[src/verilog/color_pkg.sv]
// **************************************************
// colour tracking shared definitions
// QQVGA frame geometry, inner window, histogram and
// result constants plus the payload types
// **************************************************

package color_pkg;

  // source frame, 160x120 with 12-bit rgb 4:4:4
  localparam int img_cols = 160;
  localparam int img_rows = 120;
  localparam int img_pxls = img_cols * img_rows; // 19200
  localparam int addr_w   = 15;
  localparam int col_w    = 8;
  localparam int row_w    = 7;
  localparam int pxl_w    = 12;

  // colour msb of each component inside a pixel
  localparam int msb_red   = 11;
  localparam int msb_green = 7;
  localparam int msb_blue  = 3;

  // inner window, 128 columns by 104 rows
  localparam int inner_col_first = 16;
  localparam int inner_col_last  = 143;
  localparam int inner_row_first = 8;
  localparam int inner_row_last  = 111;
  localparam int inner_pxls      = (inner_col_last - inner_col_first + 1) *
                                   (inner_row_last - inner_row_first + 1); // 13312

  // column histogram
  localparam int hist_bins   = 8;
  localparam int hist_bin_w  = $clog2(hist_bins);
  localparam int bin_cols    = 16;  // window columns per bin
  localparam int hist_val_w  = 11;  // up to 16*104 = 1664
  localparam int inner_cnt_w = 14;  // up to 13312

  // result stage
  localparam int min_color_pxls = 128; // noise floor
  localparam int mid_shift      = 4;   // middle tolerance is total/16
  localparam int centroid_w     = 8;   // one led per bin
  localparam int prox_w         = 3;

  typedef logic [pxl_w-1:0]       pixel_t;
  typedef logic [addr_w-1:0]      pxl_addr_t;
  typedef logic [2:0]             filter_t;    // {red, green, blue}
  typedef logic [hist_bin_w-1:0]  hist_bin_t;
  typedef logic [hist_val_w-1:0]  bin_cnt_t;
  typedef logic [inner_cnt_w-1:0] inner_cnt_t;
  typedef logic [centroid_w-1:0]  centroid_t;
  typedef logic [prox_w-1:0]      prox_t;

endpackage

[src/verilog/frame_scan.sv]
// **************************************************
// frame scanner
// raster address generator for the source memory,
// pixel tags aligned with the returning read data
// **************************************************

`timescale 1ns/10ps

module frame_scan import color_pkg::*; (
  input  logic      clk,
  input  logic      rst,
  output pxl_addr_t orig_addr,
  output pxl_addr_t proc_addr,
  output logic      proc_we,
  output logic      pxl_inner,
  output hist_bin_t pxl_bin,
  output logic      frame_done
);

  pxl_addr_t        cnt_pxl;       // read address
  logic [col_w-1:0] col, col_d;    // col_d follows orig_pxl
  logic [row_w-1:0] row, row_d;
  logic [col_w-1:0] win_col;       // column relative to window start
  logic             end_frame;
  logic             end_ln;

  assign end_frame = (cnt_pxl == pxl_addr_t'(img_pxls - 1));
  assign end_ln    = (col == col_w'(img_cols - 1));

  always_ff @(posedge clk or posedge rst) begin
    if (rst) begin
      cnt_pxl    <= '0;
      proc_addr  <= '0;
      proc_we    <= 1'b0;
      col        <= '0;
      row        <= '0;
      col_d      <= '0;
      row_d      <= '0;
      frame_done <= 1'b0;
    end else begin
      proc_we   <= 1'b1;
      proc_addr <= cnt_pxl;            // memory returns data one cycle later
      cnt_pxl   <= end_frame ? '0 : cnt_pxl + 1'b1;
      col       <= end_ln ? '0 : col + 1'b1;
      if (end_ln) begin
        row <= (row == row_w'(img_rows - 1)) ? '0 : row + 1'b1;
      end
      col_d      <= col;
      row_d      <= row;
      frame_done <= (cnt_pxl == '0);   // pixel 0 is on orig_pxl next cycle
    end
  end

  assign orig_addr = cnt_pxl;

  // window and bin tags on the delayed position
  assign pxl_inner = (col_d >= inner_col_first) && (col_d <= inner_col_last) &&
                     (row_d >= inner_row_first) && (row_d <= inner_row_last);

  assign win_col = col_d - col_w'(inner_col_first); // junk outside window, unused then
  assign pxl_bin = hist_bin_t'(win_col / bin_cols);

  // frame end is a single-cycle strobe, 19200 cycles apart
  a_frame_done_pulse : assert property (
    @(posedge clk) disable iff (rst) frame_done |=> !frame_done
  );

endmodule

[src/verilog/color_decode.sv]
// **************************************************
// colour decoder
// button driven filter selection and per-pixel
// colour match, non-matching pixels go black
// **************************************************

`timescale 1ns/10ps

module color_decode import color_pkg::*; (
  input  logic    clk,
  input  logic    rst,
  input  logic    proc_ctrl,
  input  pixel_t  orig_pxl,
  output filter_t rgbfilter,
  output logic    pxl_hit,
  output pixel_t  proc_pxl
);

  logic    ctrl_rg1, ctrl_rg2; // button synchroniser
  logic    ctrl_rise;
  filter_t pxl_msbs;

  always_ff @(posedge clk or posedge rst) begin
    if (rst) begin
      ctrl_rg1 <= 1'b0;
      ctrl_rg2 <= 1'b0;
    end else begin
      ctrl_rg1 <= proc_ctrl;
      ctrl_rg2 <= ctrl_rg1;
    end
  end

  assign ctrl_rise = ctrl_rg1 & ~ctrl_rg2; // one pulse per press

  // filter cycle: none, r, g, b, yellow, magenta, cyan, white
  always_ff @(posedge clk or posedge rst) begin
    if (rst) begin
      rgbfilter <= 3'b000;
    end else if (ctrl_rise) begin
      case (rgbfilter)
        3'b000:  rgbfilter <= 3'b100; // red
        3'b100:  rgbfilter <= 3'b010; // green
        3'b010:  rgbfilter <= 3'b001; // blue
        3'b001:  rgbfilter <= 3'b110; // yellow
        3'b110:  rgbfilter <= 3'b101; // magenta
        3'b101:  rgbfilter <= 3'b011; // cyan
        3'b011:  rgbfilter <= 3'b111; // white
        default: rgbfilter <= 3'b000; // back to no filter
      endcase
    end
  end

  // a pixel matches when its colour msbs equal the filter code
  assign pxl_msbs = {orig_pxl[msb_red], orig_pxl[msb_green], orig_pxl[msb_blue]};
  assign pxl_hit  = (rgbfilter == 3'b000) || (pxl_msbs == rgbfilter);

  assign proc_pxl = pxl_hit ? orig_pxl : '0; // black when filtered out

  a_black_on_miss : assert property (
    @(posedge clk) disable iff (rst) !pxl_hit |-> (proc_pxl == '0)
  );

endmodule

[src/verilog/histogram_acc.sv]
// **************************************************
// column histogram accumulator
// counts matching pixels per bin and in total over
// the inner window, restarted at every frame end
// **************************************************

`timescale 1ns/10ps

module histogram_acc import color_pkg::*; (
  input  logic                       clk,
  input  logic                       rst,
  input  logic                       pxl_inner,
  input  logic                       pxl_hit,
  input  logic                       frame_done,
  input  hist_bin_t                  pxl_bin,
  output bin_cnt_t [hist_bins-1:0]   frame_bins,
  output inner_cnt_t                 frame_total
);

  logic count_en;  // matching pixel inside the window

  assign count_en = pxl_inner & pxl_hit;

  // outputs are the live counters, so in the frame_done cycle they still
  // hold the finished frame, the result block latches them then
  always_ff @(posedge clk or posedge rst) begin
    if (rst) begin
      frame_bins  <= '0;
      frame_total <= '0;
    end else begin
      for (int i = 0; i < hist_bins; i++) begin
        if (frame_done) begin
          // restart from the current pixel
          frame_bins[i] <= bin_cnt_t'(count_en && (pxl_bin == hist_bin_t'(i)));
        end else if (count_en && (pxl_bin == hist_bin_t'(i))) begin
          frame_bins[i] <= frame_bins[i] + 1'b1;
        end
      end
      if (frame_done) begin
        frame_total <= inner_cnt_t'(count_en);
      end else if (count_en) begin
        frame_total <= frame_total + 1'b1;
      end
    end
  end

  // a frame can never hold more hits than window pixels
  a_total_range : assert property (
    @(posedge clk) disable iff (rst) frame_total <= inner_cnt_t'(inner_pxls)
  );

endmodule

[src/verilog/centroid_result.sv]
// **************************************************
// centroid and proximity result
// turns the finished histogram into a led centroid
// and a proximity level, latched at frame end
// **************************************************

`timescale 1ns/10ps

module centroid_result import color_pkg::*; (
  input  logic                     clk,
  input  logic                     rst,
  input  logic                     frame_done,
  input  bin_cnt_t [hist_bins-1:0] frame_bins,
  input  inner_cnt_t               frame_total,
  output centroid_t                centroid,
  output prox_t                    proximity,
  output logic                     new_centroid
);

  inner_cnt_t sum_01, sum_012, sum_left;   // from the left edge
  inner_cnt_t sum_67, sum_567, sum_rght;   // from the right edge
  inner_cnt_t total_half;
  inner_cnt_t mid_tol;                     // left/right balance tolerance
  inner_cnt_t abs_diff;
  logic       more_left;
  centroid_t  centroid_nxt;
  prox_t      prox_nxt;

  // partial sums of the bins
  always_comb begin
    sum_01   = inner_cnt_t'(frame_bins[0]) + inner_cnt_t'(frame_bins[1]);
    sum_012  = sum_01 + inner_cnt_t'(frame_bins[2]);
    sum_left = sum_012 + inner_cnt_t'(frame_bins[3]);
    sum_67   = inner_cnt_t'(frame_bins[7]) + inner_cnt_t'(frame_bins[6]);
    sum_567  = sum_67 + inner_cnt_t'(frame_bins[5]);
    sum_rght = sum_567 + inner_cnt_t'(frame_bins[4]);
  end

  assign total_half = frame_total >> 1;
  assign mid_tol    = frame_total >> mid_shift;
  assign more_left  = (sum_left > sum_rght);
  assign abs_diff   = more_left ? (sum_left - sum_rght) : (sum_rght - sum_left);

  // centroid, checked from the outer edge towards the middle
  always_comb begin
    centroid_nxt = '0;
    if (frame_total <= inner_cnt_t'(min_color_pxls)) begin
      centroid_nxt = '0;                  // noise only
    end else if (abs_diff < mid_tol) begin
      centroid_nxt[4:3] = 2'b11;          // middle
    end else if (more_left) begin
      if (inner_cnt_t'(frame_bins[0]) >= total_half)
        centroid_nxt[0] = 1'b1;
      else if (sum_01 >= total_half)
        centroid_nxt[1] = 1'b1;
      else if (sum_012 >= total_half)
        centroid_nxt[2] = 1'b1;
      else if (sum_left > total_half)
        centroid_nxt[3] = 1'b1;
    end else begin
      if (inner_cnt_t'(frame_bins[7]) >= total_half)
        centroid_nxt[7] = 1'b1;
      else if (sum_67 >= total_half)
        centroid_nxt[6] = 1'b1;
      else if (sum_567 >= total_half)
        centroid_nxt[5] = 1'b1;
      else if (sum_rght > total_half)
        centroid_nxt[4] = 1'b1;
    end
  end

  // proximity from the amount of colour seen, 7 is close
  always_comb begin
    if (frame_total >= inner_cnt_t'(6144))                prox_nxt = 3'd7;
    else if (frame_total >= inner_cnt_t'(4096))           prox_nxt = 3'd6;
    else if (frame_total >= inner_cnt_t'(2048))           prox_nxt = 3'd5;
    else if (frame_total >= inner_cnt_t'(1024))           prox_nxt = 3'd4;
    else if (frame_total >= inner_cnt_t'(512))            prox_nxt = 3'd3;
    else if (frame_total >= inner_cnt_t'(256))            prox_nxt = 3'd2;
    else if (frame_total >= inner_cnt_t'(min_color_pxls)) prox_nxt = 3'd1;
    else                                                  prox_nxt = 3'd0;
  end

  always_ff @(posedge clk or posedge rst) begin
    if (rst) begin
      centroid     <= '0;
      proximity    <= '0;
      new_centroid <= 1'b0;
    end else begin
      new_centroid <= frame_done;   // strobe the cycle after frame end
      if (frame_done) begin
        centroid  <= centroid_nxt;
        proximity <= prox_nxt;
      end
    end
  end

  a_centroid_hot : assert property (
    @(posedge clk) disable iff (rst) $countones(centroid) <= 2
  );

endmodule

[src/verilog/color_proc_top.sv]
// **************************************************
// colour tracking top level
// scanner, colour decoder, histogram and result
// stage connected into one pipeline
// **************************************************

`timescale 1ns/10ps

module color_proc_top import color_pkg::*; (
  input  logic      clk,
  input  logic      rst,
  input  logic      proc_ctrl,     // filter select button
  input  pixel_t    orig_pxl,      // source pixel, one cycle after orig_addr
  output pxl_addr_t orig_addr,
  output logic      proc_we,
  output pxl_addr_t proc_addr,
  output pixel_t    proc_pxl,
  output centroid_t centroid,
  output logic      new_centroid,
  output prox_t     proximity,
  output filter_t   rgbfilter
);

  logic                     pxl_inner;
  hist_bin_t                pxl_bin;
  logic                     frame_done;
  logic                     pxl_hit;
  bin_cnt_t [hist_bins-1:0] frame_bins;
  inner_cnt_t               frame_total;

  frame_scan scan_i (
    .clk        (clk),
    .rst        (rst),
    .orig_addr  (orig_addr),
    .proc_addr  (proc_addr),
    .proc_we    (proc_we),
    .pxl_inner  (pxl_inner),
    .pxl_bin    (pxl_bin),
    .frame_done (frame_done)
  );

  color_decode decode_i (
    .clk       (clk),
    .rst       (rst),
    .proc_ctrl (proc_ctrl),
    .orig_pxl  (orig_pxl),
    .rgbfilter (rgbfilter),
    .pxl_hit   (pxl_hit),
    .proc_pxl  (proc_pxl)
  );

  histogram_acc hist_i (
    .clk         (clk),
    .rst         (rst),
    .pxl_inner   (pxl_inner),
    .pxl_hit     (pxl_hit),
    .frame_done  (frame_done),
    .pxl_bin     (pxl_bin),
    .frame_bins  (frame_bins),
    .frame_total (frame_total)
  );

  centroid_result result_i (
    .clk          (clk),
    .rst          (rst),
    .frame_done   (frame_done),
    .frame_bins   (frame_bins),
    .frame_total  (frame_total),
    .centroid     (centroid),
    .proximity    (proximity),
    .new_centroid (new_centroid)
  );

endmodule

[config.mk]
export PLATFORM = sky130hd
export DESIGN_NAME = color_proc_top
export DESIGN_NICKNAME = d
export VERILOG_FILES = /design/src/verilog/color_pkg.sv /design/src/verilog/frame_scan.sv /design/src/verilog/color_decode.sv /design/src/verilog/histogram_acc.sv /design/src/verilog/centroid_result.sv /design/src/verilog/color_proc_top.sv
export SDC_FILE = /design/constraint.sdc
export NUM_CORES = 1
export LEC_CHECK = 0
export BUFFER_PORTS_ARGS = -buffer_cell sky130_fd_sc_hd__clkbuf_2
export CAP_MARGIN = 20
export CELL_PAD_IN_SITES_DETAIL_PLACEMENT = 0
export CELL_PAD_IN_SITES_GLOBAL_PLACEMENT = 1
export CORE_ASPECT_RATIO = 0.75
export CORE_MARGIN = 2
export CORE_UTILIZATION = 30
export CTS_BUF_LIST = sky130_fd_sc_hd__clkbuf_16
export DETAILED_ROUTE_END_ITERATION = 6
export HOLD_SLACK_MARGIN = 0.06
export PLACE_DENSITY_LB_ADDON = 0.2
export SETUP_SLACK_MARGIN = 0.05
export SLEW_MARGIN = 30
export SYNTH_ARGS = -nofsm -noshare
export SYNTH_HDL_FRONTEND = slang
export SYNTH_SLANG_ARGS = --single-unit
[constraint.sdc]
create_clock -name clk -period 10.2 [get_ports clk]
set_input_delay 0.51 -clock clk [delete_from_list [all_inputs] [get_ports clk]]
set_output_delay 0.51 -clock clk [all_outputs]
set_load 0.02 [all_outputs]
# Word-level counts from Yosys, hierarchy flattened
# Index checks and enable logic that the tools add are counted.
word_totals:
  in_bits: 15
  elab_cells: 161
  register_bits: 181
classes:
  magnitude_cmp: 22
  bitwise_logic: 3
  add_sub_neg: 21
  n_eq_ne: 17
  mux: 51
  n_reduce_logical: 24
op_table:
  columns: ["operator", "count"]
  rows:
  - ["$mux W11", 16]
  - ["$add A11 B1 Y11 const B", 8]
  - ["$add A14 B11 Y14", 4]
  - ["$ge A14 B13 Y1", 4]
  - ["$mux W14", 3]
  - ["$mux W3", 10]
  - ["$ge A14 B13 Y1 const B", 2]
  - ["$gt A14 B13 Y1", 2]
  - ["$sub A14 B14 Y14", 2]
  - ["$ge A11 B13 Y1", 2]
  - ["$add A11 B11 Y12", 2]
  - ["$eq A3 B3 Y1 const B", 7]
  - ["$pmux W3 S7", 1]
  - ["$reduce_bool A2 Y1", 9]
  - ["$mux W8", 2]
  - ["$add A15 B1 Y15 const B", 1]
  - ["$eq A15 B15 Y1 const B", 1]
  - ["$logic_not A15 Y1", 1]
  - ["$mux W15", 1]
  - ["$add A14 B1 Y14 const B", 1]
  - ["$ge A14 B10 Y1 const B", 1]
  - ["$ge A14 B11 Y1 const B", 1]
  - ["$ge A14 B12 Y1 const B", 1]
  - ["$ge A14 B8 Y1 const B", 1]
  - ["26 further kinds", 55]

# Depth between registers and ports, before layout
# Gate-level depths: netlist of run 1.
logic_depth:
  depth_word: 11
  ltp_mapped: 43

# By module
# From an unflattened synthesis of run 1, not the netlist that was laid out.
unflattened:
  cells_unflattened: 1702
  hier_area_um2: 15426.0
modules_own_cells:
  columns: ["module", "area_each_um2", "n_inst", "cells_each", "seq_area_each_um2"]
  rows:
  - ["centroid_result", 7440.9, 1, 933, 300.3]
  - ["histogram_acc", 5235.0, 1, 545, 2552.4]
  - ["frame_scan", 2299.7, 1, 179, 1476.4]
  - ["color_decode", 450.4, 1, 45, 125.1]

# Worst setup path before layout of run 1
# No wires, ideal clock.
synth_path:
  path_type: "reg2reg"
  startpoint: "register hist_i.frame_bins[0] in the netlist's numbering"
  endpoint: "register result_i.centroid[6]"
  t_required_ns: 10.060
  setup_time_ns: 0.140
  stages_incl_launch_ff: 39
  path_slack_ns: 2.603
  arrival_time_ns: 7.457
  period_less_slack_ns: 7.597
  n_path_buf: 3
  cell_sequence: "dfrtp_1 -> ha_1 -> fa_1 -> a21o_1 -> a21oi_1 -> o21bai_1 -> a21oi_1 -> o21bai_1 -> a21oi_1 -> xnor2_1 -> ha_1 -> xor2_1 -> ha_1 -> a21o_1 -> a31o_1 -> a21oi_1 -> xnor2_1 -> ha_1 -> (+3 left out) -> and2_1 -> o32ai_4 -> a21oi_2 -> and3_4 -> buf_6 -> buf_2 -> mux2_1 -> ha_1 -> a21oi_1 -> nor2b_1 -> o21ai_0 -> a21oi_1 -> o211ai_1 -> nand2_1 -> nand3_1 -> nand2_1 -> nor4_4 -> o32ai_1"
synth_via:
  elab_chain_cells: 8
synth_lines:
  columns: ["item", "line", "rtl"]
  rows:
  - ["from (decl)", "histogram_acc.sv:16", "output bin_cnt_t [hist_bins-1:0] frame_bins,"]
  - ["from (signal, indexed assignment)", "histogram_acc.sv:34", "frame_bins[i] <= bin_cnt_t'(count_en && (pxl_bin == hist_bin_t'(i)));"]
  - ["from (signal, indexed assignment)", "histogram_acc.sv:36", "frame_bins[i] <= frame_bins[i] + 1'b1;"]
  - ["$add A11 B11 Y12 *", "centroid_result.sv:31", "sum_01 = inner_cnt_t'(frame_bins[0]) + inner_cnt_t'(frame_bins[1]);"]
  - ["$add A14 B11 Y14 *", "centroid_result.sv:32", "sum_012 = sum_01 + inner_cnt_t'(frame_bins[2]);"]
  - ["$add A14 B11 Y14 *", "centroid_result.sv:33", "sum_left = sum_012 + inner_cnt_t'(frame_bins[3]);"]
  - ["$sub A14 B14 Y14 or $gt A14 B14 Y1 (tied branches)", "centroid_result.sv:42, centroid_result.sv:41", null]
  - ["$mux W14", "centroid_result.sv:42", "assign abs_diff = more_left ? (sum_left - sum_rght) : (sum_rght - sum_left);"]
  - ["$lt A14 B10 Y1", "centroid_result.sv:49", "end else if (abs_diff < mid_tol) begin"]
  - ["$mux W3 *", "centroid_result.sv:49", null]
  - ["$mux W8 *", "centroid_result.sv:47", "if (frame_total <= inner_cnt_t'(min_color_pxls)) begin"]
  - ["to (signal assigned)", "centroid_result.sv:92", "centroid <= centroid_nxt;"]
  - ["to (decl)", "centroid_result.sv:15", "output centroid_t centroid,"]
# Every way passes the cells marked *; elsewhere a longest branch is shown, timed or not.
# A chain may end at the register's enable or synchronous reset.

# Final worst setup path of run 1
layout_path:
  startpoint: "register hist_i.frame_bins[77] in the netlist's numbering"
  endpoint: "register result_i.centroid[6]"
layout_via:
  elab_chain_cells: 8
layout_lines:
  columns: ["item", "line", "rtl"]
  rows:
  - ["$add A11 B11 Y12", "centroid_result.sv:34", "sum_67 = inner_cnt_t'(frame_bins[7]) + inner_cnt_t'(frame_bins[6]);"]
  - ["$add A14 B11 Y14", "centroid_result.sv:35", "sum_567 = sum_67 + inner_cnt_t'(frame_bins[5]);"]
  - ["$add A14 B11 Y14", "centroid_result.sv:36", "sum_rght = sum_567 + inner_cnt_t'(frame_bins[4]);"]
  - ["$sub A14 B14 Y14 or $gt A14 B14 Y1 (tied branches)", "centroid_result.sv:42, centroid_result.sv:41", null]
  - ["$mux W14", "centroid_result.sv:42", null]
  - ["$lt A14 B10 Y1", "centroid_result.sv:49", null]
  - ["$mux W3 *", "centroid_result.sv:49", null]
  - ["$mux W8 *", "centroid_result.sv:47", null]
# Marks and branches as above.

==> results_dict.tcl, run 1 <==
set metrics [dict create \
    grt_pass1_wl_mm 64.4 \
    path_class "reg -> reg" \
    critPathLaunchType "flop" \
    wire_per_inst_um 17.5 \
    fin_skew_ns 0.0169 \
    status "finished clean" \
    drtAntennaViolNets 0 \
    path_clk_slew_ns 0.09 \
    via_per_inst 4.94 \
    n_antenna_cell 0 \
    worstHoldPathCells 1 \
    synth_seq_cells 174 \
    placementRows 69 \
    ys.flop_type "dfrtp_1" \
    grt_max_degree 111 \
    cp-end-kind "flop" \
    p_leak_nw 7.72 \
    synth_area_leaders "dfrtp_1 (30%), ha_1 (19%), xnor2_1 (5.0%)" \
    ios 73 \
    synth-edff-count 0 \
    clockRootBuffer "clkbuf_16" \
    tightest_slew_ns 0.918 \
    synth_nets 1829 \
    setup_slack_ns 1.51 \
    seq_area_frac_synth_pct 30.5 \
    drc 0 \
    fin_hold_ws_ns 0.156 \
    place.gp.congestion 0.813 \
    r2r_cells 38 \
    yosys_warnings 0 \
    fin_nets 1903 \
    crit_required_ns 10.51 \
    fin_crit_sh_pct 85.2 \
    fillers 4918 \
    cts_buffer_depth 2 \
    tritoncts "yes" \
    fmax_ghz 0.115 \
    die-area_mm2 0.0494 \
    avgSynthCellArea_um2 8.99 \
    numCtsBuffers 17 \
    cp_max_fo 21 \
    finalSetupTns_ns 0 \
    dp_hpwl_mm 30.4 \
    cts.repair.resized 0 \
    rsz0062_at_grt "false" \
    drt-total-wl_mm 40.4 \
    worstReg2RegEnd "result_i.centroid[6]$_DFFE_PP0P_" \
    ir_drop_mv 0.116 \
    grt.total_usage_pct 16.8 \
    hold_viol 0 \
    finalSetupViolCount 0 \
    cap_violations 0 \
    ys_types 81 \
    min_period_ns 8.69 \
    drive_above_1_share_pct 8.29 \
    place_ws_ns 1.66 \
    worstSkewPairLatency_ns 0.47 \
    crit_slowest_cell "nor4_4" \
    htreeDepth 4 \
    firstDrtPassIters 5 \
    gr-total-overflow 0 \
    synth_async_sr_flop_share_pct 100 \
    port_buffers 72 \
    min_to "decode_i.ctrl_rg1$_DFF_PP0_" \
    postCtsSetupBuffers 0 \
    synth_area_mm2 0.0143 \
    syn_inst 1590 \
    via_count 11400 \
    syn_to_final_growth_pct 12.4 \
    total_power_w 0.00153 \
    chipHeight_um 193 \
    reg2reg_slack_ns 1.51 \
    min-delay-start "proc_ctrl" \
    coreArea_mm2 0.0472 \
    start_util_pct 30.3 \
    drt_iter0_drc 655 \
    die_w_um 256 \
    slew_headroom_pct 38.7 \
    rr_startpoint "hist_i.frame_bins[77]$_DFFE_PP0P_" \
    hp-class "in -> reg" \
    final-max-slew-violation-count 0 \
    clock_sinks 174 \
    yosysTopAreaCellShare_pct 30.5 \
    grt_antenna_before_repair 0 \
    final_cell_mix "ha_1 (216), dfrtp_1 (173), nor2_1 (155)" \
    arrival_ns 9.00 \
    grt_pass1_vias 10900 \
    power_density_mw_per_mm2 95.5 \
    layout_commonest_cell "ha_1" \
    synth_largest_area_cell "dfrtp_1" \
    crit_path_max_incr_delay_ns 0.61 \
    cts_hold_buf 0 \
]
worst max path at each step:
stage / start / endpoint / slack, ns
2_1_floorplan: hist_i.frame_bins[0]$_DFFE_PP0P_ / result_i.centroid[6]$_DFFE_PP0P_ / 2.60
5_1_grt: hist_i.frame_bins[77]$_DFFE_PP0P_ / result_i.centroid[5]$_DFFE_PP0P_ / 0.86
3_3_place_gp: hist_i.frame_bins[77]$_DFFE_PP0P_ / result_i.centroid[6]$_DFFE_PP0P_ / 1.76
4_1_cts: hist_i.frame_bins[77]$_DFFE_PP0P_ / result_i.centroid[4]$_DFFE_PP0P_ / 1.59
6_report: hist_i.frame_bins[77]$_DFFE_PP0P_ / result_i.centroid[6]$_DFFE_PP0P_ / 1.51
3_5_place_dp: hist_i.frame_bins[77]$_DFFE_PP0P_ / result_i.centroid[6]$_DFFE_PP0P_ / 1.66
sequential cells by signal, summed over array words and instances, names as in the netlist, 3 cells and up:
signal              cells
hist_i.frame_bins      88
scan_i.orig_addr       15
scan_i.proc_addr       15
hist_i.frame_total     14
result_i.centroid       8
scan_i.col              8
scan_i.row              7
scan_i.col_d            4
scan_i.row_d            4
decode_i.rgbfilter      3
result_i.proximity      3
where the power goes:
| part | switching (W) | total (W) | internal, W |
|---|---|---|---|
| registers | 0.0000146 | 0.000710 | 0.000695 |
| logic | 0.0000756 | 0.000113 | 0.0000373 |
| clock network | 0.000352 | 0.000712 | 0.000360 |
| total | 0.000442 | 0.00153 | 0.00109 |
synth_stat cells, drive strengths merged, types with 8 or more instances:
| library cell | count |
|---|---|
| a211oi | 16 |
| o21a | 27 |
| nand4 | 54 |
| o211ai | 9 |
| a31oi | 9 |
| nand3 | 36 |
| nor4 | 11 |
| o21ai | 87 |
| nor2 | 156 |
| or3 | 28 |
| nor2b | 26 |
| mux2i | 15 |
| fa | 8 |
| and3 | 20 |
| nand2b | 24 |
| xnor2 | 84 |
| clkbuf | 21 |
| inv | 102 |
| o21bai | 9 |
| dfrtp | 174 |
| xor2 | 74 |
| a21o | 53 |
| and2 | 18 |
| nand2 | 105 |
| nor3 | 18 |
| a21oi | 114 |
| ha | 216 |
per-layer routing:
metal / routed length [µm] / global-route usage (%) / up-vias
met1: 22700 / 26.4 / 5394
met2: 15900 / 23.8 / 190
met5: 0 / 0 / -
met3: 1490 / 3.08 / 25
li1: - / - / 5821
met4: 350 / 3.31 / 0
critical path: cells and delay by family, from the launching register on:
family	cells	cell delay, ns
xor+xnor	2	0.73
buf+inv	1	0.06
simple gates	12	2.33
mux	1	0.34
fa+ha+maj	6	1.89
compound gates	16	2.71
flops	1	0.43
logic make-up (layout without fill, tap and decap cells):
family | after synthesis | count (layout) | synth area share, %
AOI/OAI and AO/OA | 370 | 370 | 16.8
xor gates and xnor gates | 158 | 158 | 9.84
other | 1 | 1 | 0.0262
and+or+nand+nor | 519 | 519 | 18.1
DFF | 174 | 174 | 30.5
buffers and inverters | 127 | 214 | 3.46
adders and majority gates | 224 | 224 | 20.0
muxes | 17 | 17 | 1.21
stage by stage:
stage	utilization (%)	std cells	cell area [µm²]
final	34.0	2316	16100
after global placement	32.6	2283	15400
after CTS	34.0	2315	16000
after global routing	34.0	2316	16100
after detailed placement	32.6	2283	15400
after floorplan	-	1590	14300
area by class of cell:
cell class | instances | area (µm²) | area share (%)
multi-input combinational | 1289 | 9440 | 58.8
sequential | 174 | 4360 | 27.1
tap | 639 | 800 | 4.98
timing repair buffer | 80 | 440 | 2.74
clock buffer | 17 | 425 | 2.65
inverter | 102 | 390 | 2.43
clock inverter | 15 | 209 | 1.30
No activity file was read; power rests on OpenSTA's default activity.
==> inputs of run 2 (changes only) <==
==> constraint.sdc (replaced) <==
create_clock -name clk -period 11.1 [get_ports clk]
set_input_delay 0.555 -clock clk [delete_from_list [all_inputs] [get_ports clk]]
set_output_delay 0.555 -clock clk [all_outputs]
set_load 0.02 [all_outputs]
==> results_dict.tcl, run 2 (synthesized netlist as in run 1, its figures left out) <==
set metrics [dict create \
    wire_per_inst_um 17.4 \
    grt_pass1_wl_mm 64.2 \
    cts_hold_buf 0 \
    firstDrtPassIters 4 \
    finalSetupViolCount 0 \
    tightest_slew_ns 0.921 \
    path_class "reg -> reg" \
    crit_required_ns 11.40 \
    grt_max_degree 111 \
    final_cell_mix "ha_1 (216), dfrtp_1 (173), nor2_1 (155)" \
    postCtsSetupBuffers 0 \
    worstHoldPathCells 1 \
    reg2reg_slack_ns 2.49 \
    cts.repair.resized 0 \
    syn_to_final_growth_pct 12.0 \
    arrival_ns 8.91 \
    place.gp.congestion 0.813 \
    port_buffers 72 \
    min_period_ns 8.61 \
    cts_buffer_depth 2 \
    chipHeight_um 193 \
    p_leak_nw 7.69 \
    hold_viol 0 \
    dp_hpwl_mm 30.3 \
    total_power_w 0.00137 \
    min_to "decode_i.ctrl_rg1$_DFF_PP0_" \
    crit_family "compound AO/OA/AOI/OAI gates" \
    ir_drop_mv 0.131 \
    slew_headroom_pct 38.5 \
    fin_nets 1902 \
    gr-total-overflow 0 \
    worstSkewPairLatency_ns 0.47 \
    die_w_um 256 \
    path_depth 38 \
    path_clk_slew_ns 0.08 \
    min-delay-start "proc_ctrl" \
    layout_commonest_cell "ha_1" \
    drt-total-wl_mm 40.3 \
    status "finished clean" \
    dpl.cell_count 2283 \
    largest_register "hist_i.frame_bins" \
    worstReg2RegEnd "result_i.centroid[6]$_DFFE_PP0P_" \
    grt.total_usage_pct 16.8 \
    grt_antenna_before_repair 0 \
    postPlaceCellArea_mm2 0.0154 \
    drtAntennaViolNets 0 \
    rsz0062_at_grt "false" \
    grt_pass1_vias 11000 \
    design_area_mm2 0.0160 \
    cp_max_fo 21 \
    finalSetupTns_ns 0 \
    critPathLaunchType "flop" \
    hp-class "in -> reg" \
    crit_slowest_cell "nor4_4" \
    final-max-slew-violation-count 0 \
    cp-end-kind "flop" \
    power_density_mw_per_mm2 85.7 \
    drc 0 \
    fin_crit_sh_pct 77.6 \
    ios 73 \
    fin_cells 2315 \
    drive_above_1_share_pct 8.17 \
    cap_violations 0 \
    placementRows 69 \
    fin_skew_ns 0.0155 \
    clockRootBuffer "clkbuf_16" \
    rr_startpoint "hist_i.frame_bins[77]$_DFFE_PP0P_" \
    fmax_ghz 0.116 \
    drt_iter0_drc 623 \
    die-area_mm2 0.0494 \
    r2r_cells 38 \
    numCtsBuffers 17 \
    n_antenna_cell 0 \
    place_ws_ns 2.53 \
    via_count 11500 \
    tritoncts "yes" \
    setup_slack_ns 2.49 \
    start_util_pct 30.3 \
    largest_register_ffs 88 \
    via_per_inst 4.98 \
    clock_sinks 174 \
    htreeDepth 4 \
    critical_path_buf_inv_count 1 \
    crit_path_max_incr_delay_ns 0.58 \
    coreArea_mm2 0.0472 \
]
## run 2: cell types whose count changed in the layout (fill, tap and decap cells not counted), sizes merged
cell    before  now
inv        110  111
bufinv       1    0
buf          8    7
## run 2: worst max path at each step
stage | start | to | slack (ns)
floorplan | hist_i.frame_bins[0]$_DFFE_PP0P_ | result_i.centroid[6]$_DFFE_PP0P_ | 3.50
global placement | hist_i.frame_bins[77]$_DFFE_PP0P_ | result_i.centroid[6]$_DFFE_PP0P_ | 2.66
detailed placement | hist_i.frame_bins[77]$_DFFE_PP0P_ | result_i.centroid[6]$_DFFE_PP0P_ | 2.53
CTS | hist_i.frame_bins[77]$_DFFE_PP0P_ | result_i.centroid[5]$_DFFE_PP0P_ | 2.49
global route | hist_i.frame_bins[77]$_DFFE_PP0P_ | result_i.centroid[5]$_DFFE_PP0P_ | 1.90
finish | hist_i.frame_bins[77]$_DFFE_PP0P_ | result_i.centroid[6]$_DFFE_PP0P_ | 2.49
## run 2: metrics by stage
| stage | utilization [%] | hold WS (ns) |
|---|---|---|
| after floorplan | - | 0.355 |
| after global placement | 32.6 | 0.366 |
| after detailed placement | 32.6 | 0.371 |
| after CTS | 33.9 | 0.169 |
| after global routing | 33.9 | 0.178 |
| final | 33.9 | 0.205 |
## run 2: layout make-up
type | count | area (µm²)
Clock buffer | 17 | 425
Clock inverter | 15 | 168
Fill cell | 4961 | 31200
Inverter | 102 | 390
Multi-Input combinational cell | 1289 | 9440
Sequential cell | 174 | 4360
Tap cell | 639 | 800
Timing Repair Buffer | 79 | 417
## run 2: power breakdown
group          switching (W)  internal [W]
sequential         0.0000135      0.000639
clock               0.000313      0.000303
combinational      0.0000693     0.0000334
total               0.000396      0.000976
## run 2: metal layers
metal  up-vias  part of all wire [%]  global-route usage [%]  routed length [µm]
met5         -                     0                       0                   0
met4         0                  0.83                    3.13                 335
met3        20                   4.0                    2.98                1610
met2       168                    39                    23.5               15800
met1      5507                    56                    26.5               22600
li1       5827                     -                       -                   -
